**src/logic/axi_wr_pkg.sv**
```systemverilog
// Shared widths, buffer depths and protocol codes for the AXI4 write slave
// Channel payload structs for AW, W, B and the local memory write port

`default_nettype none

package axi_wr_pkg;

    // ------------------------------------------------------------------
    // Bus widths
    // ------------------------------------------------------------------

    // Data bus and its byte lanes
    localparam int DATA_W   = 32;
    localparam int STRB_W   = DATA_W / 8;

    // Address and ID
    localparam int ADDR_W   = 32;
    localparam int ID_W     = 4;

    // AWLEN and AWSIZE field widths
    localparam int LEN_W    = 8;
    localparam int SIZE_W   = 3;

    // Widest legal transfer, log2 of bytes per data word
    localparam logic [SIZE_W-1:0] MAX_SIZE = SIZE_W'(2);

    // Bursts may not leave a 4 KB page
    localparam int PAGE_W   = 12;

    // ------------------------------------------------------------------
    // Buffer depths
    // ------------------------------------------------------------------

    localparam int AW_DEPTH = 4;
    localparam int W_DEPTH  = 16;
    localparam int B_DEPTH  = 4;

    // ------------------------------------------------------------------
    // Protocol encodings
    // ------------------------------------------------------------------

    // AWBURST, WRAP and reserved codes fall through to INCR handling
    localparam logic [1:0] BURST_FIXED = 2'b00;
    localparam logic [1:0] BURST_INCR  = 2'b01;

    // BRESP
    localparam logic [1:0] RESP_OKAY   = 2'b00;
    localparam logic [1:0] RESP_SLVERR = 2'b10;

    // ------------------------------------------------------------------
    // Channel payloads
    // ------------------------------------------------------------------

    // One write burst header as seen on AW
    typedef struct packed {
        logic [ID_W-1:0]   id;
        logic [ADDR_W-1:0] addr;
        logic [LEN_W-1:0]  len;
        logic [SIZE_W-1:0] size;
        logic [1:0]        burst;
    } aw_req_t;

    // One write data beat as seen on W
    typedef struct packed {
        logic [DATA_W-1:0] data;
        logic [STRB_W-1:0] strb;
        logic              last;
    } w_beat_t;

    // Write response
    typedef struct packed {
        logic [ID_W-1:0] id;
        logic [1:0]      resp;
    } b_resp_t;

    // Beat toward the local memory, address already resolved
    typedef struct packed {
        logic [ID_W-1:0]   id;
        logic [ADDR_W-1:0] addr;
        logic [DATA_W-1:0] data;
        logic [STRB_W-1:0] strb;
        logic              last;
    } mem_wr_t;

endpackage

`default_nettype wire

```
**src/logic/axi_slave_wr.sv**
```systemverilog
// AXI4 write-channel slave top level
// AW, W and B buffers around the burst controller

`timescale 1ns/1ps
`default_nettype none

module axi_slave_wr (
    input  logic                 clk,
    input  logic                 rst_n,
    // AW channel
    input  axi_wr_pkg::aw_req_t  aw,
    input  logic                 aw_valid,
    output logic                 aw_ready,
    // W channel
    input  axi_wr_pkg::w_beat_t  w,
    input  logic                 w_valid,
    output logic                 w_ready,
    // B channel
    output axi_wr_pkg::b_resp_t  b,
    output logic                 b_valid,
    input  logic                 b_ready,
    // Memory write port and arbiter handshake
    input  logic                 wr_grant,
    output logic                 wr_request,
    output logic                 mem_we,
    output axi_wr_pkg::mem_wr_t  mem
);

    import axi_wr_pkg::*;

    // ------------------------------------------------------------------
    // Buffer status and heads
    // ------------------------------------------------------------------
    logic    aw_full;
    logic    aw_empty;
    logic    aw_pop;
    aw_req_t aw_head;

    logic    w_full;
    logic    w_empty;
    logic    w_pop;
    w_beat_t w_head;

    logic    b_full;
    logic    b_empty;
    logic    b_push;
    b_resp_t b_din;

    // AXI handshakes map directly onto buffer flags
    assign aw_ready = !aw_full;
    assign w_ready  = !w_full;
    assign b_valid  = !b_empty;

    // ------------------------------------------------------------------
    // Channel buffers
    // ------------------------------------------------------------------
    sync_fifo #(.payload_t(aw_req_t), .DEPTH(AW_DEPTH)) u_aw_fifo (
        .clk   (clk),
        .rst_n (rst_n),
        .push  (aw_valid && aw_ready),
        .din   (aw),
        .pop   (aw_pop),
        .q     (aw_head),
        .full  (aw_full),
        .empty (aw_empty)
    );

    sync_fifo #(.payload_t(w_beat_t), .DEPTH(W_DEPTH)) u_w_fifo (
        .clk   (clk),
        .rst_n (rst_n),
        .push  (w_valid && w_ready),
        .din   (w),
        .pop   (w_pop),
        .q     (w_head),
        .full  (w_full),
        .empty (w_empty)
    );

    sync_fifo #(.payload_t(b_resp_t), .DEPTH(B_DEPTH)) u_b_fifo (
        .clk   (clk),
        .rst_n (rst_n),
        .push  (b_push),
        .din   (b_din),
        .pop   (b_valid && b_ready),
        .q     (b),
        .full  (b_full),
        .empty (b_empty)
    );

    // Burst controller
    wr_burst_ctrl u_ctrl (
        .clk        (clk),
        .rst_n      (rst_n),
        .aw_head    (aw_head),
        .aw_empty   (aw_empty),
        .aw_pop     (aw_pop),
        .w_head     (w_head),
        .w_empty    (w_empty),
        .w_pop      (w_pop),
        .b_push     (b_push),
        .b_din      (b_din),
        .b_full     (b_full),
        .wr_grant   (wr_grant),
        .wr_request (wr_request),
        .mem_we     (mem_we),
        .mem        (mem)
    );

endmodule

`default_nettype wire

```
**src/logic/burst_addr_gen.sv**
```systemverilog
// Beat address generator for FIXED and INCR write bursts
// Aligns the start address, steps by the transfer size, holds at 4 KB edges

`timescale 1ns/1ps
`default_nettype none

module burst_addr_gen (
    input  axi_wr_pkg::aw_req_t            hdr,
    input  logic [axi_wr_pkg::ADDR_W-1:0]  cur_addr,
    output logic [axi_wr_pkg::ADDR_W-1:0]  first_addr,
    output logic [axi_wr_pkg::ADDR_W-1:0]  next_addr
);

    import axi_wr_pkg::*;

    // Transfer size clipped to the bus width
    logic [SIZE_W-1:0] eff_size;

    // Alignment mask and per-beat step
    logic [ADDR_W-1:0] size_mask;
    logic [ADDR_W-1:0] addr_inc;

    // Base of the step and the raw stepped address
    logic [ADDR_W-1:0] base_addr;
    logic [ADDR_W-1:0] step_addr;

    // Stepped address lands in another 4 KB page
    logic              page_cross;

    // First beat goes out exactly as requested
    assign first_addr = hdr.addr;

    // ------------------------------------------------------------------
    // Size handling
    // ------------------------------------------------------------------

    // Oversized transfers are stepped as full words, the response flags them
    assign eff_size  = (hdr.size > MAX_SIZE) ? MAX_SIZE : hdr.size;
    assign size_mask = {ADDR_W{1'b1}} << eff_size;

    // FIXED stays put, everything else advances by one transfer
    assign addr_inc  = (hdr.burst == BURST_FIXED) ? '0 : (ADDR_W'(1) << eff_size);

    // ------------------------------------------------------------------
    // Next address
    // ------------------------------------------------------------------

    // On the first beat cur_addr is the raw start address, so aligning it
    // gives the aligned start; later beats are already aligned
    assign base_addr = cur_addr & size_mask;
    assign step_addr = base_addr + addr_inc;

    // Compare the page bits, wrap at the top of the space also counts
    assign page_cross = (step_addr[ADDR_W-1:PAGE_W] != base_addr[ADDR_W-1:PAGE_W]);

    always_comb begin
        if (page_cross) begin
            // Stay on the last in-page address
            next_addr = base_addr;
        end else begin
            next_addr = step_addr;
        end
    end

endmodule

`default_nettype wire

```
**src/logic/sync_fifo.sv**
```systemverilog
// Show-ahead synchronous FIFO, payload type set by parameter
// Head of queue is presented on q whenever the FIFO holds data

`timescale 1ns/1ps
`default_nettype none

module sync_fifo #(
    parameter type payload_t = logic [7:0],
    parameter int  DEPTH     = 4
) (
    input  logic     clk,
    input  logic     rst_n,
    input  logic     push,
    input  payload_t din,
    input  logic     pop,
    output payload_t q,
    output logic     full,
    output logic     empty
);

    // Pointer and occupancy widths
    localparam int PTR_W = (DEPTH > 1) ? $clog2(DEPTH) : 1;
    localparam int CNT_W = $clog2(DEPTH + 1);

    // Storage array
    payload_t         mem [DEPTH];

    logic [PTR_W-1:0] wr_ptr;
    logic [PTR_W-1:0] rd_ptr;
    logic [CNT_W-1:0] count;

    // Qualified strobes, a push into a full buffer is dropped
    logic             do_push;
    logic             do_pop;

    assign do_push = push && !full;
    assign do_pop  = pop && !empty;

    // Status flags from the occupancy count
    assign full  = (count == CNT_W'(DEPTH));
    assign empty = (count == '0);

    // Show-ahead, head read straight from the array
    assign q = mem[rd_ptr];

    // ------------------------------------------------------------------
    // Storage write
    // ------------------------------------------------------------------
    always_ff @(posedge clk) begin
        if (do_push) begin
            mem[wr_ptr] <= din;
        end
    end

    // ------------------------------------------------------------------
    // Pointers and count
    // ------------------------------------------------------------------
    always_ff @(posedge clk or negedge rst_n) begin
        if (!rst_n) begin
            wr_ptr <= '0;
            rd_ptr <= '0;
            count  <= '0;
        end else begin
            // Wrap at DEPTH so non power of two depths also work
            if (do_push) begin
                wr_ptr <= (wr_ptr == PTR_W'(DEPTH - 1)) ? '0 : wr_ptr + 1'b1;
            end
            if (do_pop) begin
                rd_ptr <= (rd_ptr == PTR_W'(DEPTH - 1)) ? '0 : rd_ptr + 1'b1;
            end
            // Simultaneous push and pop leave the count alone
            if (do_push && !do_pop) begin
                count <= count + 1'b1;
            end else if (do_pop && !do_push) begin
                count <= count - 1'b1;
            end
        end
    end

endmodule

`default_nettype wire

```
**src/logic/wr_burst_ctrl.sv**
```systemverilog
// Write burst controller: phase FSM, header latch, beat counter
// Drives the memory write port and pushes B responses

`timescale 1ns/1ps
`default_nettype none

module wr_burst_ctrl (
    input  logic                 clk,
    input  logic                 rst_n,
    input  axi_wr_pkg::aw_req_t  aw_head,
    input  logic                 aw_empty,
    output logic                 aw_pop,
    input  axi_wr_pkg::w_beat_t  w_head,
    input  logic                 w_empty,
    output logic                 w_pop,
    output logic                 b_push,
    output axi_wr_pkg::b_resp_t  b_din,
    input  logic                 b_full,
    input  logic                 wr_grant,
    output logic                 wr_request,
    output logic                 mem_we,
    output axi_wr_pkg::mem_wr_t  mem
);

    import axi_wr_pkg::*;

    // FIRST issues beat one, BURST the rest, BRESP waits for B room
    typedef enum logic [1:0] {PH_IDLE, PH_FIRST, PH_BURST, PH_BRESP} phase_t;

    phase_t            phase;
    phase_t            phase_nxt;

    // Header latched on the first beat, and the one in use this cycle
    aw_req_t           hdr_q;
    aw_req_t           cur_hdr;

    // Beat bookkeeping
    logic [LEN_W-1:0]  beat_cnt;
    logic [ADDR_W-1:0] beat_addr;
    logic [ADDR_W-1:0] first_addr;
    logic [ADDR_W-1:0] next_addr;
    logic              beat_ok;
    logic              last_beat;

    // ------------------------------------------------------------------
    // Beat issue
    // ------------------------------------------------------------------

    // In FIRST the header still sits at the AW head
    assign cur_hdr = (phase == PH_FIRST) ? aw_head : hdr_q;

    // Ready to issue, independent of the grant
    assign wr_request = ((phase == PH_FIRST) && !aw_empty && !w_empty) ||
                        ((phase == PH_BURST) && !w_empty);
    assign beat_ok    = wr_request && wr_grant;

    assign mem_we = beat_ok;
    assign w_pop  = beat_ok;
    assign aw_pop = beat_ok && (phase == PH_FIRST);

    // Burst end by count, not by WLAST
    assign last_beat = (phase == PH_FIRST) ? (aw_head.len == '0) : (beat_cnt == hdr_q.len);

    always_comb begin
        mem.id   = cur_hdr.id;
        mem.addr = (phase == PH_FIRST) ? first_addr : beat_addr;
        mem.data = w_head.data;
        mem.strb = w_head.strb;
        mem.last = last_beat;
    end

    // Response, same cycle as the last beat or later from BRESP
    assign b_push     = !b_full && ((beat_ok && last_beat) || (phase == PH_BRESP));
    assign b_din.id   = cur_hdr.id;
    assign b_din.resp = (cur_hdr.size > MAX_SIZE) ? RESP_SLVERR : RESP_OKAY;

    burst_addr_gen u_addr_gen (
        .hdr        (cur_hdr),
        .cur_addr   ((phase == PH_FIRST) ? aw_head.addr : beat_addr),
        .first_addr (first_addr),
        .next_addr  (next_addr)
    );

    // ------------------------------------------------------------------
    // Phase FSM
    // ------------------------------------------------------------------
    always_comb begin
        phase_nxt = phase;
        case (phase)
            PH_IDLE:  phase_nxt = PH_FIRST;
            PH_FIRST, PH_BURST: begin
                if (beat_ok) begin
                    if (!last_beat) begin
                        phase_nxt = PH_BURST;
                    end else begin
                        phase_nxt = b_full ? PH_BRESP : PH_FIRST;
                    end
                end
            end
            PH_BRESP: phase_nxt = b_full ? PH_BRESP : PH_FIRST;
            default:  phase_nxt = PH_IDLE;
        endcase
    end

    always_ff @(posedge clk or negedge rst_n) begin
        if (!rst_n) begin
            phase     <= PH_IDLE;
            beat_cnt  <= '0;
            beat_addr <= '0;
        end else begin
            phase <= phase_nxt;
            // Counter and address move only on granted beats
            if (beat_ok) begin
                beat_cnt  <= (phase == PH_FIRST) ? LEN_W'(1) : beat_cnt + 1'b1;
                beat_addr <= next_addr;
            end
        end
    end

    // Header copy for the rest of the burst
    always_ff @(posedge clk) begin
        if (aw_pop) begin
            hdr_q <= aw_head;
        end
    end

endmodule

`default_nettype wire

```
**config.mk**
```make
export PLATFORM = sky130hd
export DESIGN_NAME = axi_slave_wr
export DESIGN_NICKNAME = d
export VERILOG_FILES = /design/src/logic/axi_wr_pkg.sv /design/src/logic/axi_slave_wr.sv /design/src/logic/burst_addr_gen.sv /design/src/logic/sync_fifo.sv /design/src/logic/wr_burst_ctrl.sv
export SDC_FILE = /design/constraint.sdc
export NUM_CORES = 1
export LEC_CHECK = 0
export ABC_AREA = 1
export BUFFER_PORTS_ARGS = -buffer_cell sky130_fd_sc_hd__buf_2
export CAP_MARGIN = 10
export CELL_PAD_IN_SITES_DETAIL_PLACEMENT = 1
export CELL_PAD_IN_SITES_GLOBAL_PLACEMENT = 1
export CORE_MARGIN = 5
export CORE_UTILIZATION = 50
export DETAILED_ROUTE_END_ITERATION = 12
export PLACE_DENSITY = 0.86
export SYNTH_ARGS = -nofsm -noshare
export SYNTH_HDL_FRONTEND = slang
export SYNTH_SLANG_ARGS = --single-unit
```
**constraint.sdc**
```tcl
create_clock -name clk -period 4.54 [get_ports clk]
set_clock_uncertainty 0.15 [all_clocks]
set_input_delay 0.454 -clock clk [delete_from_list [all_inputs] [get_ports clk]]
set_output_delay 0.454 -clock clk [all_outputs]
set_load 0.02 [all_outputs]
```
# After elaboration in Yosys (flattened, before gate mapping)
# Memories as Yosys holds them, arrays and structs flattened.
# Index checks and enable logic that the tools add are counted.
[word_totals] register_bits=118 ram_bits=812 inputBits=92 output_inout_bits=84 memories=3
[memory_table] name="u_w_fifo.mem" words=16 width=37 rd=1 rd_ports_with_merged_regs=0 write_ports=1 line_no="sync_fifo.sv:26" text="payload_t mem [DEPTH];"
[memory_table] name="u_aw_fifo.mem" words=4 width=49 rd=1 rd_ports_with_merged_regs=0 write_ports=1 line_no="sync_fifo.sv:26"
[memory_table] name="u_b_fifo.mem" words=4 width=6 rd=1 rd_ports_with_merged_regs=0 write_ports=1 line_no="sync_fifo.sv:26"
[classes] n_addsub=14 n_lt_le_gt_ge=1 n_eq_ne=15 shift=2 mux=31 bitwise_logic=1 n_reduce_logical=46
[op_table] cell="$mux 32" n=4
[op_table] cell="$mux 49" n=1
[op_table] cell="$add 32x32->32" n=1
[op_table] cell="$and 32x32->32" n=1
[op_table] cell="$shl 1x3->32 const A" n=1
[op_table] cell="$shl 32x3->32 const A" n=1
[op_table] cell="$logic_and 1x1->1" n=22
[op_table] cell="$ne 20x20->1" n=1
[op_table] cell="$mux 2" n=8
[op_table] cell="$mux 3" n=5
[op_table] cell="$eq 2x2->1 const B" n=6
[op_table] cell="$logic_not 1->1" n=12
[op_table] cell="$mux 5" n=2
[op_table] cell="$add 2x1->2 const B" n=4
[op_table] cell="$add 4x1->4 const B" n=2
[op_table] cell="$add 8x1->8 const B" n=1
[op_table] cell="$eq 4x4->1 const B" n=2
[op_table] cell="$eq 8x8->1" n=1
[op_table] cell="$logic_not 8->1" n=1
[op_table] cell="$mux 4" n=2
[op_table] cell="$mux 8" n=1
[op_table] cell="$mux 1" n=7
[op_table] cell="$add 3x1->3 const B" n=2
[op_table] cell="$eq 3x3->1 const B" n=2
[op_table] cell="14 further kinds" n=20

# Logic depth before layout (Yosys ltp)
# Gate-level depths: netlist (run 1).
[logic_depth] word_depth=14 mapped_depth=30 ltp_nobuf=26

# By module
# From an unflattened synthesis (run 1), not the netlist that was laid out.
[hier_totals] hier_cells=4300 area_unflattened_um2=42872.4
[by_module_without_submodules] mod="sync_fifo (u_w_fifo)" instances=1 cells_per_inst=2656 area_each_um2=26666.8 seq_area_each_um2=18102.4
[by_module_without_submodules] mod="sync_fifo (u_aw_fifo)" instances=1 cells_per_inst=633 area_each_um2=8536.9 seq_area_each_um2=6060.8
[by_module_without_submodules] mod="wr_burst_ctrl" instances=1 cells_per_inst=649 area_each_um2=4968.5 seq_area_each_um2=2522.4
[by_module_without_submodules] mod="sync_fifo (u_b_fifo)" instances=1 cells_per_inst=131 area_each_um2=1428.9 seq_area_each_um2=895.9
[by_module_without_submodules] mod="burst_addr_gen" instances=1 cells_per_inst=222 area_each_um2=1229.9 seq_area_each_um2=0.0
[by_module_without_submodules] mod="axi_slave_wr" instances=1 cells_per_inst=9 area_each_um2=41.3 seq_area_each_um2=0.0

# Worst setup path after synthesis (run 1)
# Ideal clock, no wire load.
[synth_path] kind="register to register" startpoint="reg u_ctrl.phase[1]" endpoint="reg u_ctrl.beat_addr[4]" setup_ns=0.118 t_arrival_ns=3.310 path_slack_ns=0.962 path_stages_with_launch=26 n_path_buf=3 path_cell_list="dfrtp_1 > inv_1 > ha_1 > buf_2 > inv_1 > buf_2 > o21ai_1 > nor2_4 > inv_2 > nor2_4 > nor3_2 > ha_1 > inv_1 > fa_1 > nand3b_1 > nand2_1 > nand2_1 > nand2_1 > nand3_2 > nor2_2 > inv_2 > nand2_2 > buf_6 > nand2_1 > nand3_1 > nand2_1"
[synth_via] elab_chain_cells=9 word_cells_on_any_way=19
[synth_lines] item="start, declared" line_no="wr_burst_ctrl.sv:30" text="phase_t phase;"
[synth_lines] item="start signal, assigned" line_no="wr_burst_ctrl.sv:111" text="phase <= phase_nxt;"
[synth_lines] item="$eq 2x1->1" line_no="wr_burst_ctrl.sv:50, wr_burst_ctrl.sv:53, wr_burst_ctrl.sv:79"
[synth_lines] item="$mux 49" line_no="wr_burst_ctrl.sv:50" text="assign cur_hdr = (phase == PH_FIRST) ? aw_head : hdr_q;"
[synth_lines] item="$gt 3x2->1" line_no="burst_addr_gen.sv:38" text="assign eff_size = (hdr.size > MAX_SIZE) ? MAX_SIZE : hdr.size;"
[synth_lines] item="$mux 3" line_no="burst_addr_gen.sv:38"
[synth_lines] item="$shl 32x3->32 / $shl 1x3->32 (equally long branches)" line_no="burst_addr_gen.sv:39, burst_addr_gen.sv:42"
[synth_lines] item="$and 32x32->32 / $mux 32 (equally long branches)" line_no="burst_addr_gen.sv:50, burst_addr_gen.sv:42"
[synth_lines] item="$add 32x32->32" line_no="burst_addr_gen.sv:51" text="assign step_addr = base_addr + addr_inc;"
[synth_lines] item="$ne 20x20->1" line_no="burst_addr_gen.sv:54" text="assign page_cross = (step_addr[ADDR_W-1:PAGE_W] != base_addr[ADDR_W-1:PAGE_W]);"
[synth_lines] item="$mux 32" line_no="burst_addr_gen.sv:57" text="if (page_cross) begin"
[synth_lines] item="end signal, assigned" line_no="wr_burst_ctrl.sv:115" text="beat_addr <= next_addr;"
[synth_lines] item="end, declared" line_no="wr_burst_ctrl.sv:39" text="logic [ADDR_W-1:0] beat_addr;"
# Parallel ways exist; a longest one is shown, timed or not.
# A chain may end at the register's enable or synchronous reset.

# Final worst setup path (run 1)
[layout_path] startpoint="reg u_aw_fifo.rd_ptr[0]" endpoint="reg u_ctrl.beat_addr[0]"
[layout_via] elab_chain_cells=9 word_cells_on_any_way=13
[layout_lines] item="start, declared" line_no="sync_fifo.sv:29" text="logic [PTR_W-1:0] rd_ptr;"
[layout_lines] item="start signal, assigned" line_no="sync_fifo.sv:69" text="rd_ptr <= (rd_ptr == PTR_W'(DEPTH - 1)) ? '0 : rd_ptr + 1'b1;"
[layout_lines] item="$mem_v2 4x49 *"
[layout_lines] item="$mux 49" line_no="wr_burst_ctrl.sv:50"
[layout_lines] item="$gt 3x2->1" line_no="burst_addr_gen.sv:38"
[layout_lines] item="$mux 3" line_no="burst_addr_gen.sv:38"
[layout_lines] item="$shl 32x3->32 / $shl 1x3->32 (equally long branches)" line_no="burst_addr_gen.sv:39, burst_addr_gen.sv:42"
[layout_lines] item="$and 32x32->32 / $mux 32 (equally long branches)" line_no="burst_addr_gen.sv:50, burst_addr_gen.sv:42"
[layout_lines] item="$add 32x32->32" line_no="burst_addr_gen.sv:51"
[layout_lines] item="$ne 20x20->1" line_no="burst_addr_gen.sv:54"
[layout_lines] item="$mux 32 *" line_no="burst_addr_gen.sv:57"
# Mark *: on every way between the ends. The rest lies on a longest branch, timed or not.

==> results.cfg, run 1 <==
[synth]
synthAdderAreaFrac_pct = 1.414
synth-edff-count = 809
synth_top_family_by_area = simple AND/OR/NAND/NOR gates
yosys.area_share.simple_pct = 11.06
synth_top_cells_by_area = edfxtp_1 68%, o21ai_0 5.4%, dfrtp_1 4.8%
synth-xor-area-share_pct = 0.5635
ys_types = 50
synth_mux_area_share_pct = 0.03150
yosysTopAreaCellShare_pct = 67.95
async_reset_ff_share_pct = 7.859
synth_seq_cells = 878
yosysTopAreaCell = edfxtp_1
synth_cells = 2819
synth_compound_area_share_pct = 10.59
yosys_warnings = 0
synth_area_um2 = 35750
synth_flop_cell = edfxtp_1
ys_seq_area_share_pct = 72.78
synth_area_per_cell_um2 = 12.68

[layout]
syn_to_final_growth_pct = 15.26
nets = 3158
fillers = 6999
drive_above_1_share_pct = 14.68

[detailed_routing]
route.layer.met1.wl_um = 40370
vias_per_cell = 6.298
first_pass_iters = 5
drc_errors = 0
first_iter_violations = 2790
ant_nets = 0
via_count = 25490
met2_length_um = 59900
post_drt_wl_per_cell_um = 28.46
top_layer_used = met5
drt_wl_total_um = 115200
wl_met3_um = 10050

[pwr]
switching_share_pct = 41.00
internal_power_uw = 17440
p_comb_share_pct = 37.6
ir_worst_vdd_uv = 604.8
p_clk_share_pct = 26.0
seq_power_share_pct = 36.4
p_sw_uw = 12120
power_per_cell_area_nw_per_um2 = 717.4
total_leakage_power_uw = 0.01456

[critical_path]
crit_buf_inv = 3
cp.arrival_ps = 4680
required_ps = 4950
critical-path-top-delay-family = simple AND/OR/NAND/NOR gates
cp-end-kind = flop
cp_max_fo = 80
crit_top_cell = nand2_1
slowest_stage = dfrtp_4
crit_type = flop to flop
crit_chain = buf_12, nand2_1, a32o_1, nand3_1, o31ai_1, nor3_2, ha_1, inv_1, fa_1, nand3b_1, nand2_1, nand2_1, nand2_1, nand3_2, nor2_2, inv_2, nand2_2, nand2_1, nand3_1, nand2_1
slowest_delay_ps = 610
crit_path_start_kind = flop

[sta]
max-slew-margin-rel_pct = 27.10
rsz0062_at_grt = no
tightest_slew_ps = 1092
hold_viol_final = 0
finalCritPeriodShare_pct = 94.02
final.setup.tns_ps = 0
max_freq_ghz = 0.2343
setup_viol = 0
drv_slew = 0
period_needed_ps = 4268
holdWs_ps = 29.77

[global_routing]
track_usage_pct = 29.09
grt_pass1_wl_um = 171600
grt-ovfl-total = 0
grt_max_degree = 196
grt_pass1_vias = 27120
antenna_found_initial = 9

[run_status]
status = completed

[run]
max-cap-violations = 0

[placement]
io_buffer_count = 173
place.gp.congestion = 0.7874
post-dp-hpwl_um = 59190

[cts]
clock_tree.htree_level_count = 3
numCtsBuffers = 90
numClockSinks = 878
cts_tree = built
clk_pin_slew_ps = 70
clk_latency_ps = 690
clk_path_buf_depth = 3
cts_root_buffer = clkbuf_16
postCtsSetupRepairBufs = 0

[die]
fp.dieW_um = 277.4
ioPinCount = 176
fp.dieH_um = 277.4
die-area_um2 = 76950
start_util_pct = 50.18
core_um2 = 71240
rows = 98

[worst_hold_path]
hold_class = input port to flop
-- layout make-up --
class	count	area [um^2]	area share (%)
Sequential cell	878	26030	63.18
Clock inverter	47	611.8	1.485
Inverter	115	440.4	1.069
Tap cell	950	1189	2.885
Antenna cell	4	10.01	0.02429
Clock buffer	110	2369	5.748
Timing Repair Buffer	283	1903	4.618
Multi-Input combinational cell	1660	8651	20.99
-- power by group through the flow --
| stage | Clock (uW) | Combinational (uW) | Sequential, uW |
|---|---|---|---|
| 6_report | 7700 | 11100 | 10800 |
| 5_1_grt | 8130 | 11900 | 10800 |
| 3_3_place_gp | 0 | 9720 | 10700 |
| 2_1_floorplan | 0 | 6980 | 10600 |
| 4_1_cts | 7600 | 10800 | 10700 |
| 3_5_place_dp | 0 | 10500 | 10800 |
-- through the flow --
stage	worst slack, ps	total power, uW	area [um^2]	utilization [%]	std cells
2_1_floorplan	962.4	17610	35770	-	2824
3_3_place_gp	583.0	20430	37590	52.76	3824
3_5_place_dp	413.5	21300	37590	52.76	3824
4_1_cts	174.2	29150	41190	57.82	4043
5_1_grt	43.78	30810	41200	57.84	4046
6_report	271.6	29560	41210	57.84	4047
-- worst register-to-register path, stage by stage (launching register included) --
cell      delay (ps)
dfrtp_4          610
buf_12           370
nand2_1          170
a32o_1           320
nand3_1          120
o31ai_1          160
nor3_2           140
ha_1             190
inv_1             70
fa_1             460
nand3b_1         170
nand2_1          140
nand2_1           60
nand2_1          100
nand3_2          120
nor2_2           150
inv_2            110
nand2_2          230
nand2_1          100
nand3_1          130
nand2_1           90
-- cells in the mapped netlist (10+ instances only) --
library cell,count
ha_1,34
a21oi_1,19
o221ai_1,57
buf_1,16
o22ai_2,10
o22ai_1,105
nand3_1,138
inv_1,103
buf_6,12
xnor2_1,14
o21ai_2,19
nor2_1,392
buf_4,10
o21ai_0,388
nand2_1,374
edfxtp_1,809
buf_2,25
clkbuf_1,105
o211ai_1,15
dfrtp_1,69
nand2_2,11
o21ai_1,10
-- cell usage in the layout (no fill, tap or decap), types with 24 or more instances in the layout --
cell	n
edfxtp_1	809
o21ai_0	388
nand2_1	374
nor2_1	371
buf_2	172
nand3_1	138
o22ai_1	105
inv_1	102
clkbuf_16	91
dfrtp_1	65
dlygate4sd3_1	62
o221ai_1	57
buf_4	44
ha_1	33
nor2_4	24
-- worst paths after layout --
kind | endpoint | cells after the start | startpoint | slack, ps
worst max register to register | u_ctrl.beat_addr[0]$_DFFE_PN0P_ | 20 | u_aw_fifo.rd_ptr[0]$_DFFE_PN0P_ | 270
min in group asynchronous | u_ctrl.beat_addr[12]$_DFFE_PN0P_ | 2 | rst_n | 220
worst min register to register | u_ctrl.beat_addr[4]$_DFFE_PN0P_ | 2 | u_ctrl.beat_addr[4]$_DFFE_PN0P_ | 340
worst min-delay path | u_w_fifo.mem[15][7]$_DFFE_PP_ | 1 | w[7] | 30
max in group asynchronous | u_w_fifo.rd_ptr[2]$_DFFE_PN0P_ | 3 | rst_n | 3130
worst max-delay path | u_ctrl.beat_addr[0]$_DFFE_PN0P_ | 20 | u_aw_fifo.rd_ptr[0]$_DFFE_PN0P_ | 270
-- what timing repair did --
| action | in CTS | in global routing |
|---|---|---|
| hold endpoints to repair | 389 | 0 |
| setup endpoints to repair | 0 | 5 |
| hold buffers | 62 | 0 |
| resized for setup | 0 | 2 |
-- cell families after synthesis --
logic type | after synthesis
multiplexers | 1
adder cells (fa/ha/maj) | 38
buffers and inverters | 286
other | 1
XOR/XNOR | 23
flip-flops | 878
AO/OA/AOI/OAI | 640
AND/OR/NAND/NOR | 952
-- flip-flops by register name, indices dropped and copies added, names as in the netlist --
signal	flops
u_w_fifo.mem	576
u_aw_fifo.mem	196
u_ctrl.beat_addr	32
u_b_fifo.mem	20
u_ctrl.hdr_q	17
u_ctrl.beat_cnt	8
u_w_fifo.count	5
u_w_fifo.rd_ptr	4
u_w_fifo.wr_ptr	4
u_aw_fifo.count	3
u_b_fifo.count	3
u_aw_fifo.rd_ptr	2
u_aw_fifo.wr_ptr	2
u_b_fifo.rd_ptr	2
u_b_fifo.wr_ptr	2
u_ctrl.phase	2
-- metal layers --
layer  global-route usage, %  up-vias
li1                        -    10610
met1                   35.08    12880
met2                   51.56     1633
met3                   6.161      361
met4                   11.14        8
met5                       0        -
(Power assumes the default switching activity.)
==> inputs of run 2 (changes only) <==
REMOVE_ABC_BUFFERS = 1   (was not set)
==> results.cfg, run 2 (same netlist as run 1, synthesis figures left out) <==
[die]
die-area_um2 = 76950
core_um2 = 71240
rows = 98
ioPinCount = 176
fp.dieH_um = 277.4
start_util_pct = 50.18
fp.dieW_um = 277.4

[detailed_routing]
first_pass_iters = 5
wl_met3_um = 9281
met2_length_um = 58240
drc_errors = 0
vias_per_cell = 6.212
top_layer_used = met5
via_count = 25170
first_iter_violations = 3170
route.layer.met1.wl_um = 40300
ant_nets = 0
drt_wl_total_um = 112900
post_drt_wl_per_cell_um = 27.86

[placement]
pre_cts_slack_ps = 473.5
io_buffer_count = 173
place.gp.congestion = 0.7883
post-dp-hpwl_um = 58710

[cts]
clock_tree.htree_level_count = 3
numCtsBuffers = 89
clk_pin_slew_ps = 70
cts_tree = built
clk_path_buf_depth = 3
clk_latency_ps = 660
numClockSinks = 878
cts_root_buffer = clkbuf_16

[layout]
finish.utilization_pct = 57.78
largestRegisters = u_w_fifo.mem: 576 flops, u_aw_fifo.mem: 196 flops, u_ctrl.beat_addr: 32 flops
fillers = 6984
drive_above_1_share_pct = 14.89
final_common_cell = edfxtp_1
largest_reg_flops = 576
final_cell_mix = 809 x edfxtp_1, 388 x o21ai_0, 374 x nand2_1
top_register = u_w_fifo.mem
syn_to_final_growth_pct = 15.13
nets = 3152

[global_routing]
antenna_found_initial = 8
grt-ovfl-total = 0
grt_max_degree = 292
grt_pass1_vias = 27180
track_usage_pct = 28.48
grt_pass1_wl_um = 169300

[critical_path]
cp_max_fo = 14
crit_top_cell = nand2_1
cp-end-kind = flop
slowest_stage = dfrtp_1
crit_type = flop to flop
required_ps = 4900
cp.arrival_ps = 4680
slowest_delay_ps = 610
crit_path_start_kind = flop
crit_chain = buf_4, nand3_1, nand2_1, inv_2, nand2_2, nand2_2, nor2_4, inv_2, nor3_2, ha_1, inv_1, fa_1, nand3b_1, nand2_1, nand2_1, nand2_1, nand3_2, nor2_2, inv_2, nand2_2, nand2_1, nand3_1, nand2_1

[pwr]
power_per_cell_area_nw_per_um2 = 715.0
ir_worst_vdd_uv = 668.7
total_leakage_power_uw = 0.01455

[sta]
max-slew-margin-rel_pct = 3.524
fin_ws_ps = 226.4
rsz0062_at_grt = no
setup_viol = 0
period_needed_ps = 4314
final.setup.tns_ps = 0
holdWs_ps = 26.69
max_freq_ghz = 0.2318
drv_slew = 0
finalCritPeriodShare_pct = 95.01
hold_viol_final = 0
tightest_slew_ps = 1447

[run_status]
status = completed

[worst_hold_path]
hold_class = input port to flop

[run]
max-cap-violations = 0
-- run 2: cell count changes in the layout (fill, tap and decap cells not counted), moves of 3 or more --
cell	before	now
buf_4	44	51
clkbuf_1	17	20
clkinv_1	14	19
dlygate4sd3_1	62	50
-- run 2: cell type report --
| type | count | area, um^2 | area share (%) |
|---|---|---|---|
| sequential | 878 | 26030 | 63.24 |
| multi-input combinational | 1660 | 8651 | 21.02 |
| clock buffer | 112 | 2355 | 5.721 |
| timing repair buffer | 278 | 1848 | 4.490 |
| tap | 950 | 1189 | 2.888 |
| clock inverter | 53 | 628.1 | 1.526 |
| inverter | 115 | 445.4 | 1.082 |
| antenna | 6 | 15.01 | 0.03648 |
-- run 2: critical path: cells and delay by family, from the launching register on --
family	cells	cell delay, ps
and+or+nand+nor	16	2080
DFF	1	610
adders and majority gates	2	660
buffers and inverters	5	660
-- run 2: metrics by stage --
stage	total power, uW	cells	cell area (um^2)
global placement	20390	3828	37610
CTS	29090	4043	41090
detailed placement	21230	3828	37610
global route	30720	4047	41150
floorplan	17250	2653	34930
finish	29430	4052	41160
-- run 2: what timing repair did --
action,CTS,global route
endpoints found under the hold margin,265,0
endpoints found under the setup margin,0,7
hold buffers,50,0
buffers inserted,0,2
resized for setup,0,3
-- run 2: final timing paths --
check                                             endpoint  slack [ps]                            start  cells after the start
min in group asynchronous  u_aw_fifo.rd_ptr[1]$_DFFE_PN0P_         380                            rst_n                      2
max in group asynchronous   u_w_fifo.rd_ptr[1]$_DFFE_PN0P_        3040                            rst_n                      2
min                         u_w_fifo.mem[11][16]$_DFFE_PP_          30                            w[16]                      1
min reg2reg                  u_w_fifo.count[4]$_DFFE_PN0P_         340    u_w_fifo.count[4]$_DFFE_PN0P_                      1
max reg2reg                u_ctrl.beat_addr[0]$_DFFE_PN0P_         230  u_aw_fifo.rd_ptr[1]$_DFFE_PN0P_                     23
max                        u_ctrl.beat_addr[0]$_DFFE_PN0P_         230  u_aw_fifo.rd_ptr[1]$_DFFE_PN0P_                     23
-- run 2: power breakdown --
| part | switching (uW) | total (uW) | internal, uW |
|---|---|---|---|
| Sequential | 650 | 10800 | 10200 |
| Combinational | 8010 | 11000 | 3010 |
| Clock | 3260 | 7610 | 4340 |
| Total | 11900 | 29400 | 17500 |
-- run 2: routing by layer --
metal,up-vias,global-route usage [%]
met5,-,0
met4,6,12.07
met3,363,5.344
met2,1458,50.48
met1,12720,34.28
li1,10620,-
